`src/include/mmio_defines.svh`:
```
// =========================================================================
// MMIO client definitions
// Byte bus geometry, register map offsets, reset values and RAM geometry
// =========================================================================

`ifndef MMIO_DEFINES_SVH
`define MMIO_DEFINES_SVH

// =========================================================================
// Bus and RAM geometry
// =========================================================================
`define EMIF_AW             8       // Bus address width
`define EMIF_DW             8       // Bus data width
`define REG_AW              7       // Offset within one 128-byte page
`define PAGE_SEL_W          4       // Page bits seen by the RAM
`define RAM_AW              11      // Page number above page offset
`define RAM_BYTES           2048    // 16 pages of 128 bytes

// =========================================================================
// Register offsets in the lower half
// =========================================================================
// Product data, read only
`define ADDR_VPD_ID         7'h00
`define ADDR_VPD_VER        7'h01
`define ADDR_VPD_REV        7'h02
// Physical layer
`define ADDR_PHY_STAT       7'h10   // Live status
`define ADDR_PHY_CTRL       7'h11
// Layer 2
`define ADDR_LY2_CTRL       7'h20
`define ADDR_LY2_MAC0       7'h22   // MAC0..MAC5 at 22..27
// Layer 3
`define ADDR_LY3_CTRL0      7'h30
`define ADDR_LY3_IP0        7'h34   // IP0..IP3 at 34..37
// Diagnostics
`define ADDR_DIAG_SCRATCH0  7'h70   // Four scratch bytes
`define ADDR_DIAG_LOOPCTRL  7'h74
`define ADDR_DIAG_PAGE_SEL  7'h7F   // Upper window page

// =========================================================================
// Reset values, everything else clears to zero
// =========================================================================
`define DEF_VPD_ID          8'h3D   // Flash build with RAM window
`define DEF_VPD_VER         8'h01
`define DEF_VPD_REV         8'h00
`define DEF_PHY_CTRL        8'h01   // Rx equalizer in DFE mode

`endif

```
`src/source/mmioPkg.sv`:
```
// =========================================================================
// MMIO client types
// Vector types for bus fields, register offsets and shell addresses
// =========================================================================

`include "mmio_defines.svh"

package mmioPkg;

  // Byte bus fields
  typedef logic [`EMIF_AW-1:0]    emifAddrT;  // Full bus address
  typedef logic [`EMIF_DW-1:0]    emifDataT;  // One data byte

  // Offset inside the lower half or inside one RAM page
  typedef logic [`REG_AW-1:0]     regAddrT;

  // Paged RAM addressing
  typedef logic [`PAGE_SEL_W-1:0] pageSelT;   // Page number
  typedef logic [`RAM_AW-1:0]     ramAddrT;   // Page above offset

  // Network identity driven to the shell
  typedef logic [6*`EMIF_DW-1:0]  macAddrT;   // MAC0 in the top byte
  typedef logic [4*`EMIF_DW-1:0]  ipAddrT;    // IP0 in the top byte

endpackage

```
`src/source/shellRegFile.sv`:
```
// =========================================================================
// Shell register file
// 128-byte control and status map of the MMIO client. Product data and
// status read back live while control bytes drive the shell outputs
// =========================================================================

`timescale 1ns/10ps

`include "mmio_defines.svh"

module shellRegFile
(
  input  logic              shlClk,
  input  logic              rst,
  input  logic              wrEn,                // Write strobe, lower half
  input  logic              rdEn,                // Read strobe, lower half
  input  logic              mc0InitCalComplete,
  input  logic              mc1InitCalComplete,
  input  logic              eth0CoreReady,
  input  logic              eth0QpllLock,
  input  mmioPkg::regAddrT  regAddr,
  input  mmioPkg::emifDataT wrData,
  output mmioPkg::emifDataT rdData,              // Combinational read
  output mmioPkg::pageSelT  pageSel,             // To the RAM window
  output logic              rxEqualizerMode,
  output logic              pcsLoopbackEn,
  output logic              macLoopbackEn,
  output mmioPkg::macAddrT  macAddress,
  output mmioPkg::ipAddrT   ipAddress
);

  import mmioPkg::*;

  // =========================================================================
  // Storage
  // =========================================================================
  emifDataT   phyCtrl;
  emifDataT   ly2Ctrl;
  emifDataT   macByte [6];     // MAC0 first
  emifDataT   ly3Ctrl0;
  emifDataT   ipByte [4];      // IP0 first
  emifDataT   scratch [4];
  emifDataT   loopCtrl;
  emifDataT   pageSelReg;      // RAM sees only the low bits
  emifDataT   phyStat;         // Live status from the inputs

  // Index inside the multi-byte fields
  logic [2:0] macIdx;
  logic [1:0] ipIdx;
  logic [1:0] scrIdx;

  assign macIdx = 3'(regAddr - `ADDR_LY2_MAC0);
  assign ipIdx  = 2'(regAddr - `ADDR_LY3_IP0);
  assign scrIdx = 2'(regAddr - `ADDR_DIAG_SCRATCH0);

  // Status overlay with a zero upper nibble
  assign phyStat = {4'b0000, eth0QpllLock, eth0CoreReady,
                    mc1InitCalComplete, mc0InitCalComplete};

  // =========================================================================
  // Writes to the control bytes
  // =========================================================================
  always_ff @(posedge shlClk)
  begin
    if (rst)
    begin
      phyCtrl    <= `DEF_PHY_CTRL;
      ly2Ctrl    <= '0;
      ly3Ctrl0   <= '0;
      loopCtrl   <= '0;
      pageSelReg <= '0;
      for (int i = 0; i < 6; i++)
        macByte[i] <= '0;
      for (int i = 0; i < 4; i++)
      begin
        ipByte[i]  <= '0;
        scratch[i] <= '0;
      end
    end
    else if (wrEn)
    begin
      case (regAddr) inside
        `ADDR_PHY_CTRL:      phyCtrl    <= wrData;
        `ADDR_LY2_CTRL:      ly2Ctrl    <= wrData;
        [`ADDR_LY2_MAC0 : `ADDR_LY2_MAC0 + 7'd5]:
          macByte[macIdx] <= wrData;
        `ADDR_LY3_CTRL0:     ly3Ctrl0   <= wrData;
        [`ADDR_LY3_IP0 : `ADDR_LY3_IP0 + 7'd3]:
          ipByte[ipIdx] <= wrData;
        [`ADDR_DIAG_SCRATCH0 : `ADDR_DIAG_SCRATCH0 + 7'd3]:
          scratch[scrIdx] <= wrData;
        `ADDR_DIAG_LOOPCTRL: loopCtrl   <= wrData;
        `ADDR_DIAG_PAGE_SEL: pageSelReg <= wrData;
        default: ;                       // Read-only or reserved
      endcase
    end
  end

  // =========================================================================
  // Read mux
  // =========================================================================
  always_comb
  begin
    case (regAddr) inside
      `ADDR_VPD_ID:        rdData = `DEF_VPD_ID;
      `ADDR_VPD_VER:       rdData = `DEF_VPD_VER;
      `ADDR_VPD_REV:       rdData = `DEF_VPD_REV;
      `ADDR_PHY_STAT:      rdData = phyStat;
      `ADDR_PHY_CTRL:      rdData = phyCtrl;
      `ADDR_LY2_CTRL:      rdData = ly2Ctrl;
      [`ADDR_LY2_MAC0 : `ADDR_LY2_MAC0 + 7'd5]:
        rdData = macByte[macIdx];
      `ADDR_LY3_CTRL0:     rdData = ly3Ctrl0;
      [`ADDR_LY3_IP0 : `ADDR_LY3_IP0 + 7'd3]:
        rdData = ipByte[ipIdx];
      [`ADDR_DIAG_SCRATCH0 : `ADDR_DIAG_SCRATCH0 + 7'd3]:
        rdData = scratch[scrIdx];
      `ADDR_DIAG_LOOPCTRL: rdData = loopCtrl;
      `ADDR_DIAG_PAGE_SEL: rdData = pageSelReg;
      default:             rdData = '0;   // Reserved
    endcase
  end

  // =========================================================================
  // Shell controls
  // =========================================================================
  assign rxEqualizerMode = phyCtrl[0];
  assign pcsLoopbackEn   = loopCtrl[0];
  assign macLoopbackEn   = loopCtrl[1];
  assign pageSel         = pageSelReg[`PAGE_SEL_W-1:0];
  assign macAddress      = {macByte[0], macByte[1], macByte[2],
                            macByte[3], macByte[4], macByte[5]};
  assign ipAddress       = {ipByte[0], ipByte[1], ipByte[2], ipByte[3]};

  // Bus port issues one access per cycle
  rdWrExclA: assert property (@(posedge shlClk) disable iff (rst)
    rdEn |-> !wrEn);

endmodule

```
`config.mk`:
```
export PLATFORM = sky130hd
export DESIGN_NAME = shellRegFile
export DESIGN_NICKNAME = d
export VERILOG_FILES = /design/src/source/mmioPkg.sv /design/src/source/shellRegFile.sv
export VERILOG_INCLUDE_DIRS = /design/src /design/src/include
export SDC_FILE = /design/constraint.sdc
export NUM_CORES = 1
export LEC_CHECK = 0
export BUFFER_PORTS_ARGS = -buffer_cell sky130_fd_sc_hd__buf_2
export CELL_PAD_IN_SITES_DETAIL_PLACEMENT = 1
export CELL_PAD_IN_SITES_GLOBAL_PLACEMENT = 1
export CORE_ASPECT_RATIO = 2
export CORE_MARGIN = 3
export CORE_UTILIZATION = 45
export CTS_CLUSTER_SIZE = 16
export DETAILED_ROUTE_END_ITERATION = 12
export HOLD_SLACK_MARGIN = 0.03
export PLACE_DENSITY_LB_ADDON = 0.25
export SETUP_SLACK_MARGIN = 0.15
export SLEW_MARGIN = 10
export SYNTH_ARGS = -nofsm -noshare
export SYNTH_HDL_FRONTEND = slang
export SYNTH_SLANG_ARGS = --single-unit
```
`constraint.sdc`:
```
create_clock -name shlClk -period 4.4 [get_ports shlClk]
set_clock_uncertainty 0.1 [all_clocks]
set_input_delay 0.66 -clock shlClk [delete_from_list [all_inputs] [get_ports shlClk]]
set_output_delay 0.66 -clock shlClk [all_outputs]
set_load 0.03 [all_outputs]
```
==> implementation parameters <==
Parameter                              Value

Timing
  Max_slew headroom ... 45.2%
  Count of final hold-check violations ... 0
  Actual transition at the worst max-transition pin ... 0.815 ns
  Final Slew Violations ... 0
  Maximum clock frequency ... 250 MHz
  Setup tns final ... 0 ns
  Unrepaired setup endpoints after global routing ... no
  Fin crit share ... 91.0%
  Number of endpoints failing setup at the final stage ... 0
  Min cycle time layout ... 4.00 ns

Die
  Die area ... 20500 um2
  Height of the die ... 200 um
  Num rows ... 70
  Number of top-level design ports ... 118
  Core box area ... 18400 um2
  Horizontal die dimension ... 103 um
  Starting density of the core ... 45.9%

Synthesis
  Fraction of synthesized cell area taken by the top area cell type ... 45.6%
  Post-synthesis instance area ... 8440 um2
  Cell type with the largest total area after synthesis ... edfxtp_1
  FFs w/ async S/R, synth ... 0%
  Synth Warn # ... 0
  Per-instance average area after synthesis ... 11.7 um2
  Register bit count reported by yosys ... 168
  Share of the yosys chip area belonging to registers ... 55.0%
  Top area cells in the synthesized netlist ... edfxtp_1 (46%), dfxtp_1 (9.5%), mux4_2 (5.3%)
  Number of different library cells in the post-synthesis netlist ... 68
  Most instantiated flip-flop cell in the synthesis netlist ... edfxtp_1
  Count of flip-flops with a built-in enable after synthesis ... 128
  Nets in the synthesized netlist ... 750
  Post-Syn Instances ... 723

Clock tree
  Sink Count ... 168
  CTS tree ... built
  Buffer type at the clock tree root ... clkbuf_16
  Number of buffers created by CTS ... 17
  Clock Tree Buf Depth ... 2
  Clock-pin slew of the registers on the worst-case setup and hold paths ... 0.06 ns
  H-tree Lvls ... 4
  Clock insertion delay at the later pin of the skew report ... 0.43 ns

Final layout
  Number of nets at the end of the flow ... 838
  Leading cell type in the layout, fill and taps excluded ... edfxtp_1
  Synth-to-Final Area Change ... 15.2%
  Ratio of cells with drive above 1 in the final layout ... 25.5%
  Final design area excluding fillers ... 9720 um2
  Count of filler cells inserted in the layout ... 1952
  Final antenna diode count ... 0
  Highest-count cells in the layout ignoring fill and taps ... edfxtp_1 (128), buf_2 (115), and3_1 (52)

Global routing
  Largest net degree at the start of global routing ... 50
  Sum of overflow across all layers after global routing ... 0
  Number of antenna violations at the first check in global routing ... 0
  Via count of the first global-routing pass ... 6868
  Wire length of the first global-routing pass ... 41700 um
  GRT Overall Usage ... 27.9%

Placed design
  Total of buffers placed on input and output ports ... 116
  Post-DP HPWL ... 20500 um
  Routability congestion estimate ... 0.953
  Cell Area, Placed ... 9160 um2

Setup path
  Type of element capturing the critical path ... output port
  Critical-path maximum fanout ... 35
  Critical Path AT ... 3.24 ns
  Reg2Reg Setup Slack ... 3.62 ns
  Required time of the critical path ... 3.64 ns
  Critical setup path kind ... input port to output port
  Crit start category ... input port

Routing
  Highest metal layer with signal wires ... met4
  Met2 wire length ... 15100 um
  DRC violations left ... 0
  Met3 layer wire length in the routed design ... 1160 um
  Routed wire per std cell ... 26.7 um
  Routed vias/inst ... 6.30
  Number of vias in the routed layout ... 6552
  Post-route antenna net violation count ... 0
  Routed metal-1 wirelength ... 9430 um
  First drt pass iteration count ... 5
  Post-Route WL ... 27700 um
  Number of violations reported at the end of detailed-routing iteration 0 ... 355

Power
  Clock Power Share ... 39.2%
  Power spent charging and discharging nets ... 1.04 mW
  Power per standard cell area ... 378 nW/um2
  Leak pwr ... 3.86 nW
  Combinational cell fraction of total power ... 12.1%
  Register share of total power ... 48.7%
  Worst vdd rail ir drop ... 0.272 mV
  Proportion of total power due to net switching ... 28.4%
  Internal power ... 2.63 mW

Flow run
  Max-cap violation count ... 0

Status
  Outcome ... finished, final reports clean

Worst hold path
  Type of the worst min-delay path ... flip-flop to flip-flop
-- worst max-delay path, stage by stage --
cell       delay [ns]
buf_4            0.42
buf_4            0.43
and2_0           0.43
a22oi_1          0.17
o2bb2ai_1        0.24
nor3_1           0.07
o41ai_1          0.51
buf_2            0.29
-- Yosys cell counts, drive strengths merged, types with 6 or more instances --
| cell type | count |
|---|---|
| edfxtp | 128 |
| and3 | 52 |
| nor2 | 49 |
| and2 | 47 |
| clkbuf | 41 |
| dfxtp | 40 |
| mux2i | 39 |
| buf | 35 |
| nor4 | 26 |
| a21oi | 24 |
| nand2 | 24 |
| inv | 21 |
| mux4 | 20 |
| nand3 | 18 |
| o21ai | 16 |
| nor3 | 15 |
| a31oi | 12 |
| a22oi | 9 |
| a21o | 7 |
| and4 | 6 |
| o221ai | 6 |
-- routing by layer --
metal / vias to the layer above / GRT usage, %
li1: 2931 / -
met1: 3285 / 28.8
met2: 252 / 50.8
met3: 84 / 4.02
met4: 0 / 18.2
met5: - / 0
-- kinds of logic after synthesis --
family	synth area share (%)
flops	55.0
buf+inv	5.26
simple gates	18.3
mux	10.1
fa+ha+maj	0.593
compound gates	10.7
-- area by class of cell --
type	count	area, um2	share of cell area [%]
sequential	168	4640	47.8
multi-input combinational	457	3360	34.5
timing repair buffer	145	813	8.36
clock buffer	17	425	4.37
tap	216	270	2.78
clock inverter	15	133	1.36
inverter	22	82.6	0.849
-- power by group through the flow --
stage	Combinational, mW	Clock [mW]	Sequential (mW)
after floorplan	0.197	0	1.89
after global placement	0.432	0	1.82
after detailed placement	0.441	0	1.82
after CTS	0.443	1.46	1.79
after global routing	0.469	1.52	1.79
final	0.444	1.44	1.79
-- worst paths after layout --
path | start | end | cells past startpoint
worst max-delay path | regAddr[0] | rdData[0] | 8
worst min-delay path | phyCtrl[3]$_SDFFE_PP0P_ | phyCtrl[3]$_SDFFE_PP0P_ | 2
worst max register to register | phyCtrl[0]$_SDFFE_PP1P_ | phyCtrl[0]$_SDFFE_PP1P_ | 2
worst min register to register | phyCtrl[3]$_SDFFE_PP0P_ | phyCtrl[3]$_SDFFE_PP0P_ | 2
-- registers in the layout, indices dropped and copies added, names as in the netlist --
register    flops
pageSelReg      8
macByte        64
scratch        32
ly3Ctrl0        8
loopCtrl        8
ly2Ctrl         8
ipByte         32
phyCtrl         8
-- what timing repair did --
action,CTS,global route
cloned,0,0
setup endpoints to repair,1,3
resized for setup,1,1
setup buffers,0,0
hold buffers,0,0
-- stage by stage --
stage	utilization, %	setup WS (ns)	power (mW)	instances	hold WS, ns
floorplan	-	0.161	2.09	723	0.336
CTS	52.8	0.242	3.69	1040	0.369
global placement	49.8	0.345	2.25	1008	0.343
global route	52.9	0.167	3.78	1040	0.389
finish	52.9	0.397	3.67	1040	0.370
detailed placement	49.8	0.231	2.26	1008	0.358
Note: power is estimated with default switching activity, not from simulation.
