[src/include/mmio_defines.svh]
// =========================================================================
// MMIO client definitions
// Byte bus geometry, register map offsets, reset values and RAM geometry
// =========================================================================

`ifndef MMIO_DEFINES_SVH
`define MMIO_DEFINES_SVH

// =========================================================================
// Bus and RAM geometry
// =========================================================================
`define EMIF_AW             8       // Bus address width
`define EMIF_DW             8       // Bus data width
`define REG_AW              7       // Offset within one 128-byte page
`define PAGE_SEL_W          4       // Page bits seen by the RAM
`define RAM_AW              11      // Page number above page offset
`define RAM_BYTES           2048    // 16 pages of 128 bytes

// =========================================================================
// Register offsets in the lower half
// =========================================================================
// Product data, read only
`define ADDR_VPD_ID         7'h00
`define ADDR_VPD_VER        7'h01
`define ADDR_VPD_REV        7'h02
// Physical layer
`define ADDR_PHY_STAT       7'h10   // Live status
`define ADDR_PHY_CTRL       7'h11
// Layer 2
`define ADDR_LY2_CTRL       7'h20
`define ADDR_LY2_MAC0       7'h22   // MAC0..MAC5 at 22..27
// Layer 3
`define ADDR_LY3_CTRL0      7'h30
`define ADDR_LY3_IP0        7'h34   // IP0..IP3 at 34..37
// Diagnostics
`define ADDR_DIAG_SCRATCH0  7'h70   // Four scratch bytes
`define ADDR_DIAG_LOOPCTRL  7'h74
`define ADDR_DIAG_PAGE_SEL  7'h7F   // Upper window page

// =========================================================================
// Reset values, everything else clears to zero
// =========================================================================
`define DEF_VPD_ID          8'h3D   // Flash build with RAM window
`define DEF_VPD_VER         8'h01
`define DEF_VPD_REV         8'h00
`define DEF_PHY_CTRL        8'h01   // Rx equalizer in DFE mode

`endif

[src/source/mmioPkg.sv]
// =========================================================================
// MMIO client types
// Vector types for bus fields, register offsets and shell addresses
// =========================================================================

`include "mmio_defines.svh"

package mmioPkg;

  // Byte bus fields
  typedef logic [`EMIF_AW-1:0]    emifAddrT;  // Full bus address
  typedef logic [`EMIF_DW-1:0]    emifDataT;  // One data byte

  // Offset inside the lower half or inside one RAM page
  typedef logic [`REG_AW-1:0]     regAddrT;

  // Paged RAM addressing
  typedef logic [`PAGE_SEL_W-1:0] pageSelT;   // Page number
  typedef logic [`RAM_AW-1:0]     ramAddrT;   // Page above offset

  // Network identity driven to the shell
  typedef logic [6*`EMIF_DW-1:0]  macAddrT;   // MAC0 in the top byte
  typedef logic [4*`EMIF_DW-1:0]  ipAddrT;    // IP0 in the top byte

endpackage

[src/source/emifBusPort.sv]
// =========================================================================
// EMIF bus port
// Splits byte bus accesses into register file and RAM window strobes and
// returns the read byte with one cycle of latency
// =========================================================================

`timescale 1ns/10ps

`include "mmio_defines.svh"

module emifBusPort
(
  input  logic              shlClk,
  input  logic              rst,
  input  logic              csN,         // Chip select, active low
  input  logic              weN,         // Write enable, active low
  input  mmioPkg::emifAddrT addr,
  input  mmioPkg::emifDataT regRdData,   // Same cycle from register file
  input  mmioPkg::emifDataT ramRdData,   // One cycle late from RAM
  output logic              regWrEn,
  output logic              regRdEn,
  output logic              ramWrEn,
  output logic              ramRdEn,
  output mmioPkg::regAddrT  regAddr,
  output mmioPkg::regAddrT  ramOffset,
  output mmioPkg::emifDataT rdData
);

  import mmioPkg::*;

  logic     wrAccess;
  logic     rdAccess;
  logic     ramRegion;     // Address bit 7 picks the RAM window
  logic     rdFromRam;     // Region of the last read
  emifDataT regByteQ;      // Register byte captured at the request

  // =========================================================================
  // Region decode
  // =========================================================================
  assign wrAccess  = !csN && !weN;
  assign rdAccess  = !csN && weN;
  assign ramRegion = addr[`EMIF_AW-1];

  assign regWrEn   = wrAccess && !ramRegion;
  assign regRdEn   = rdAccess && !ramRegion;
  assign ramWrEn   = wrAccess && ramRegion;
  assign ramRdEn   = rdAccess && ramRegion;

  assign regAddr   = addr[`REG_AW-1:0];
  assign ramOffset = addr[`REG_AW-1:0];   // Page number comes from the reg file

  // =========================================================================
  // Read return
  // =========================================================================
  always_ff @(posedge shlClk)
  begin
    if (rst)
    begin
      rdFromRam <= 1'b0;
      regByteQ  <= '0;
    end
    else if (rdAccess)
    begin
      rdFromRam <= ramRegion;
      if (!ramRegion)
        regByteQ <= regRdData;
    end
  end

  // RAM byte arrives registered and passes straight through
  assign rdData = rdFromRam ? ramRdData : regByteQ;

  // Host must drive the strobes once out of reset
  strobeKnownA: assert property (@(posedge shlClk) disable iff (rst)
    !$isunknown({csN, weN}));

endmodule

[config.mk]
export PLATFORM = sky130hd
export DESIGN_NAME = emifBusPort
export DESIGN_NICKNAME = d
export VERILOG_FILES = /design/src/source/mmioPkg.sv /design/src/source/emifBusPort.sv
export VERILOG_INCLUDE_DIRS = /design/src /design/src/include
export SDC_FILE = /design/constraint.sdc
export NUM_CORES = 1
export LEC_CHECK = 0
export BUFFER_PORTS_ARGS = -buffer_cell sky130_fd_sc_hd__buf_2
export CAP_MARGIN = 5
export CORE_ASPECT_RATIO = 0.9
export CORE_MARGIN = 3
export CORE_UTILIZATION = 34
export CTS_BUF_LIST = sky130_fd_sc_hd__clkbuf_8
export DETAILED_ROUTE_END_ITERATION = 6
export HOLD_SLACK_MARGIN = 0.15
export PLACE_DENSITY = 0.75
export SLEW_MARGIN = 5
export SYNTH_ARGS = -nofsm -noshare
export SYNTH_HDL_FRONTEND = slang
export SYNTH_SLANG_ARGS = --single-unit
[constraint.sdc]
create_clock -name shlClk -period 0.8 [get_ports shlClk]
set_clock_uncertainty 0.05 [all_clocks]
set_input_delay 0.04 -clock shlClk [delete_from_list [all_inputs] [get_ports shlClk]]
set_output_delay 0.04 -clock shlClk [all_outputs]
set_load 0.02 [all_outputs]
==> results of run 1 <==
-- critical path, stage by stage, from the launching register on --
cell	delay, ps
dfxtp_4	360
buf_6	120
mux2_4	310
buf_6	130
-- Yosys cell counts, drive strengths merged --
master	instances	area share, %
or3b	1	1.5
clkbuf	1	0.63
nor2	1	0.63
nand2	16	11
buf	16	21
clkinv	1	2.7
mux2	8	15
nor3b	1	1.3
and3b	1	1.7
or2b	1	1.3
a21oi	9	13
dfxtp	9	30
nor3	1	0.84
-- final cells by class --
type,count,area share (%)
Sequential cell,9,15.7
Inverter,1,1.39
Multi-Input combinational cell,39,32.4
Clock inverter,1,0.320
Timing Repair Buffer,57,44.3
Tap cell,22,2.35
Clock buffer,3,3.52
-- sequential cells by signal, summed over array words and instances, names as in the netlist --
name / cells
regByteQ: 8
rdFromRam: 1
-- metal layers --
layer	vias up	track usage, %
li1	288	-
met1	272	15.2
met2	25	28.0
met3	4	6.56
met4	0	3.87
met5	-	0
-- worst min-delay path by stage --
stage	end	cells after the start	slack [ps]	from
floorplan	regWrEn	1	110	csN
global placement	ramOffset[4]	0	30	addr[4]
detailed placement	ramOffset[4]	0	30	addr[4]
CTS	regByteQ[1]	2	80	rst
global route	regByteQ[1]	2	90	rst
finish	regByteQ[1]	2	70	rst
-- through the flow --
stage                     power (mW)  util (%)  cells  area (sq um)
final                           1.50      75.9    132          1170
after global routing            1.57      75.9    132          1170
after floorplan                0.739         -     66           647
after CTS                       1.42      68.1    130          1050
after detailed placement       0.734      47.4    107           733
after global placement         0.730      47.4    107           733
-- power by group through the flow --
stage	logic, mW	registers, mW	clock network [mW]
2_1_floorplan	0.259	0.480	0
3_3_place_gp	0.240	0.490	0
3_5_place_dp	0.243	0.491	0
4_1_cts	0.409	0.484	0.523
5_1_grt	0.504	0.479	0.586
6_report	0.480	0.478	0.543
-- cell families after synthesis --
logic type             Yosys count  synth area share [%]
flip-flops                       9                  30.4
multiplexers                     8                  15.2
AND/OR/NAND/NOR                 22                  17.8
buffers and inverters           18                  23.9
AO/OA/AOI/OAI                    9                  12.7
-- what timing repair did --
| item | 4_1_cts | 5_1_grt |
|---|---|---|
| endpoints found under the hold margin | 23 | 9 |
| endpoints found under the setup margin | 18 | 32 |
| setup buffers | 4 | 3 |
| cloned | 0 | 0 |
| pin swaps | 8 | 2 |
| gates resized for setup | 27 | 30 |
==> reports/qor.csv, run 1 <==
metric,value,unit
path_max_fanout,4,
power.leakage,0.587,nW
synthToLayoutAreaGrowth,98.1,%
clock_sinks,9,
vias_per_cell,4.46,
wl_met3,105,um
status,"finished, violations left",
synthesis.area,592,sq um
p_sw_share,29.7,%
synth_nets,94,
clock_path_buffers,2,
grt_max_degree,10,
multi_input_area,380,sq um
final_layout_size_suffix_gt1_share,74.5,%
syn_inst,66,
fmax,0.796,GHz
fin_crit_sh,157,%
wl_per_cell,14.3,um
ys_seq_elements,9,
avgSynthCellArea,8.97,sq um
violations,negative setup slack,
dr.first_iter.drc_count,8,
seq_area,184,sq um
final_common_cell,buf_2,
worst_pin_slew,416,ps
slew_headroom,72.4,%
dieArea,2280,sq um
grt_pass1_vias,557,
clkPwrFrac,36.2,%
ys_types,17,
grt-ovfl-total,0,
cp.required,710,ps
fin_hold_ws,71.9,ps
crit_path_start_kind,flip-flop,
topRoutingLayerUsed,met4,
ys_warn_count,0,
max_cap_viol_count,0,
core_area,1550,sq um
r2r-end,rdFromRam,
htreeDepth,1,
p_seq_share,31.9,%
hold_viol_final,0,
r2r_slack,-60,ps
cellPowerDensity,1280,nW/um^2
comb_power_share,32.0,%
cp.arrival,1170,ps
worstSetupPathType,reg -> out,
maxSlewViolCount,0,
dp_slack,-265,ps
clkLatencyLatePin,250,ps
vias,589,
clk_pin_slew,50,ps
yosysSeqAreaShare,30.4,%
p_sw,0.445,mW
endpoint_kind,output port,
final_cell_mix,"buf_2, buf_6, nand2_2",
diodes,0,
detail_route.first_pass.iterations,3,
met2_length,1070,um
row_count,13,
min_period,1260,ps
dpl.hpwl,979,um
cts_tree,built,
drtAntennaViolNets,0,
hp-class,in -> reg,
endpoint,rdData[3],
grt_pass1_wl,2480,um
drt-met1-wl,693,um
intPower,1.06,mW
grt_setup_unrepaired,true,
cts_inserted_buffers,3,
antenna_found_initial,0,
ir_worst_vdd,0.000972,V
setup_violations,13,
place_congestion,0.704,
fp.dieH,45.6,um
wirelength,1890,um
final_nets,139,
fin_ws,-457,ps
cts_root_buf,clkbuf_8,
drc_errors,0,
die_x,50.0,um
setup.worst_path.start,rdFromRam,
io_pins,54,
r2r_cells,3,
timing.setup.tns,-3720,ps
start_util,38.3,%
numPortBuffers,32,
grt_usage,14.9,%
ctsHoldBuffers,15,
worstReg2RegStart,rdFromRam,
fillerInstances,102,
Power figures use the tool's default switching activity.
==> run 2: changes to the inputs <==
Settings changed: ABC_AREA set to 1, PLACE_DENSITY 0.75 to 0.76, SKIP_CTS_REPAIR_TIMING set to 1.
==> run 2 against run 1 <==
The flow finishes with violations (negative hold slack, negative setup slack); first-iteration DRC count is 38% lower; synthesized cell count is 41% higher; final cell count is 20% higher; fmax is 15% higher; count of clock-buffer cells in the layout stayed put; final area is 8.3% lower; wire length is 15% lower; total power is 0.78% higher; die area is 1.1% lower; register-to-register slack worse by 30 ps; utilization is 5.6 points lower.
==> reports/qor.csv, run 2 <==
metric,value,unit
status,"finished, violations left",
violations,"negative hold slack, negative setup slack",
yosysSeqAreaShare,30.8,%
fmax,0.913,GHz
antenna_found_initial,0,
clkLatencyLatePin,220,ps
min_period,1100,ps
ir_worst_vdd,0.000980,V
grt_setup_unrepaired,true,
ys_warn_count,0,
dieArea,2250,sq um
die_x,49.7,um
comb_power_share,34.6,%
synth_top_area_share,30.8,%
worst_pin_slew,407,ps
row_count,13,
worstSetupPathType,reg -> out,
cp.arrival,1010,ps
fin_cells,159,
synth_edf_count,0,
wirelength,1610,um
crit_slowest_cell,dfxtp_4,
setup_violations,23,
endpoint_kind,output port,
ys_seq_elements,9,
synthToLayoutAreaGrowth,83.9,%
synth_top_flop_cell,dfxtp_1,
final_cell_mix,"buf_2, nand2_1, nor2_1",
crit_family,flip-flops,
fin_hold_ws,-6.10,ps
clock_path_buffers,2,
vias,663,
grt_pass1_vias,455,
avgSynthCellArea,6.28,sq um
synth_area_leaders,"dfxtp_1, buf_4, nand2_1",
fin_crit_sh,137,%
hp-class,in -> reg,
core_area,1530,sq um
yosys.area.top_type,dfxtp_1,
placed_cells,134,
wl_per_cell,10.1,um
drc_errors,0,
final_common_cell,buf_2,
clk_pin_slew,40,ps
path_max_fanout,8,
hold_viol_final,1,
crit_chain,"buf_12, o21ai_4, buf_6",
io_pins,54,
intPower,1.06,mW
cpPeakStageDelay,370,ps
dr.first_iter.drc_count,5,
final_layout_size_suffix_gt1_share,43.8,%
cp.required,710,ps
fillerInstances,142,
p_seq_share,32.2,%
power.leakage,0.561,nW
synthesis.area,584,sq um
crit_path_start_kind,flip-flop,
final_nets,166,
place_congestion,0.669,
cts_inserted_buffers,3,
synth_most_common_cell,nand2_1,
async_reset_ff_share,0,%
p_sw_share,30.0,%
total_power,1.51,mW
ys_types,12,
diodes,0,
drtAntennaViolNets,0,
cellPowerDensity,1410,nW/um^2
cts_tree,built,
worst-path-buf-inv,2,
regMostFlops,regByteQ,
p_sw,0.454,mW
detail_route.first_pass.iterations,2,
clock_sinks,9,
slew_headroom,72.8,%
grt_pass1_wl,1980,um
vias_per_cell,4.17,
timing.setup.tns,-3900,ps
max_cap_viol_count,0,
syn_inst,93,
maxSlewViolCount,0,
fp.dieH,45.3,um
largest_register_ff_count,8,
htreeDepth,1,
start_util,38.2,%
clkPwrFrac,33.1,%
grt-ovfl-total,0,
cts_root_buf,clkbuf_8,
reg_top3,"regByteQ: 8 flops, rdFromRam: 1 flops",
synth_nets,121,
grt_usage,11.7,%
fin_ws,-296,ps
grt_max_degree,19,
synthTopCellsByCount,"nand2_1, nor2_1, buf_4",
numPortBuffers,32,
==> run 2: cell count changes in the layout (fill, tap and decap cells not counted), sizes merged, moves of 8 or more <==
cell,delta
nand2,+10
mux2,-8
nor2,+17
inv,+11
o21ai,+8
a21oi,-8
==> run 2: path summary, 6_finish.rpt <==
| kind | from | end | slack, ps | cells past startpoint |
|---|---|---|---|---|
| worst max-delay path | rdFromRam | rdData[2] | -300 | 3 |
| worst max register to register | rdFromRam | rdFromRam | -90 | 3 |
| worst min-delay path | regRdData[6] | regByteQ[6] | -6 | 3 |
| worst min register to register | regByteQ[1] | regByteQ[1] | 490 | 4 |
==> run 2: power by group through the flow <==
stage	registers [mW]	logic (mW)	clock network, mW
2_1_floorplan	0.495	0.295	0
3_3_place_gp	0.508	0.280	0
3_5_place_dp	0.510	0.285	0
4_1_cts	0.502	0.287	0.527
5_1_grt	0.489	0.564	0.567
6_report	0.487	0.524	0.501
==> run 2: cell families (layout without fill, tap and decap cells) <==
logic type | Yosys count | count (layout) | share of synthesized area, %
AOI/OAI and AO/OA | 9 | 9 | 7.71
buffers and inverters | 28 | 72 | 28.5
DFF | 9 | 9 | 30.8
and+or+nand+nor | 47 | 47 | 33.0
==> run 2: cell type report <==
type | count | area (sq um) | share of cell area [%]
clock buffer | 3 | 41.3 | 3.84
clock inverter | 1 | 3.75 | 0.349
multi-input combinational | 56 | 320 | 29.8
timing repair buffer | 56 | 453 | 42.1
sequential | 9 | 184 | 17.1
inverter | 12 | 45.0 | 4.19
tap | 22 | 27.5 | 2.56
==> run 2: worst min-delay path, delay by kind of cell <==
kind | cells | cell delay, ps
buffers and inverters | 1 | 80
AND/OR/NAND/NOR | 2 | 120
==> run 2: through the flow <==
step / worst slack (ps) / utilization, % / instance area, sq um
after floorplan: -2.47 / - / 648
after global placement: -112 / 47.5 / 727
after detailed placement: -133 / 47.5 / 727
after global routing: -345 / 70.3 / 1070
final: -296 / 70.3 / 1070
after CTS: -383 / 50.5 / 772
==> run 2: layer usage <==
layer	up-vias	global-route usage (%)	share of wire [%]	wire [um]
met5	-	0	0	0
met4	0	7.18	0.37	6
met3	2	4.62	9.3	149
met2	33	17.2	48	774
met1	274	14.5	42	679
li1	354	-	-	-
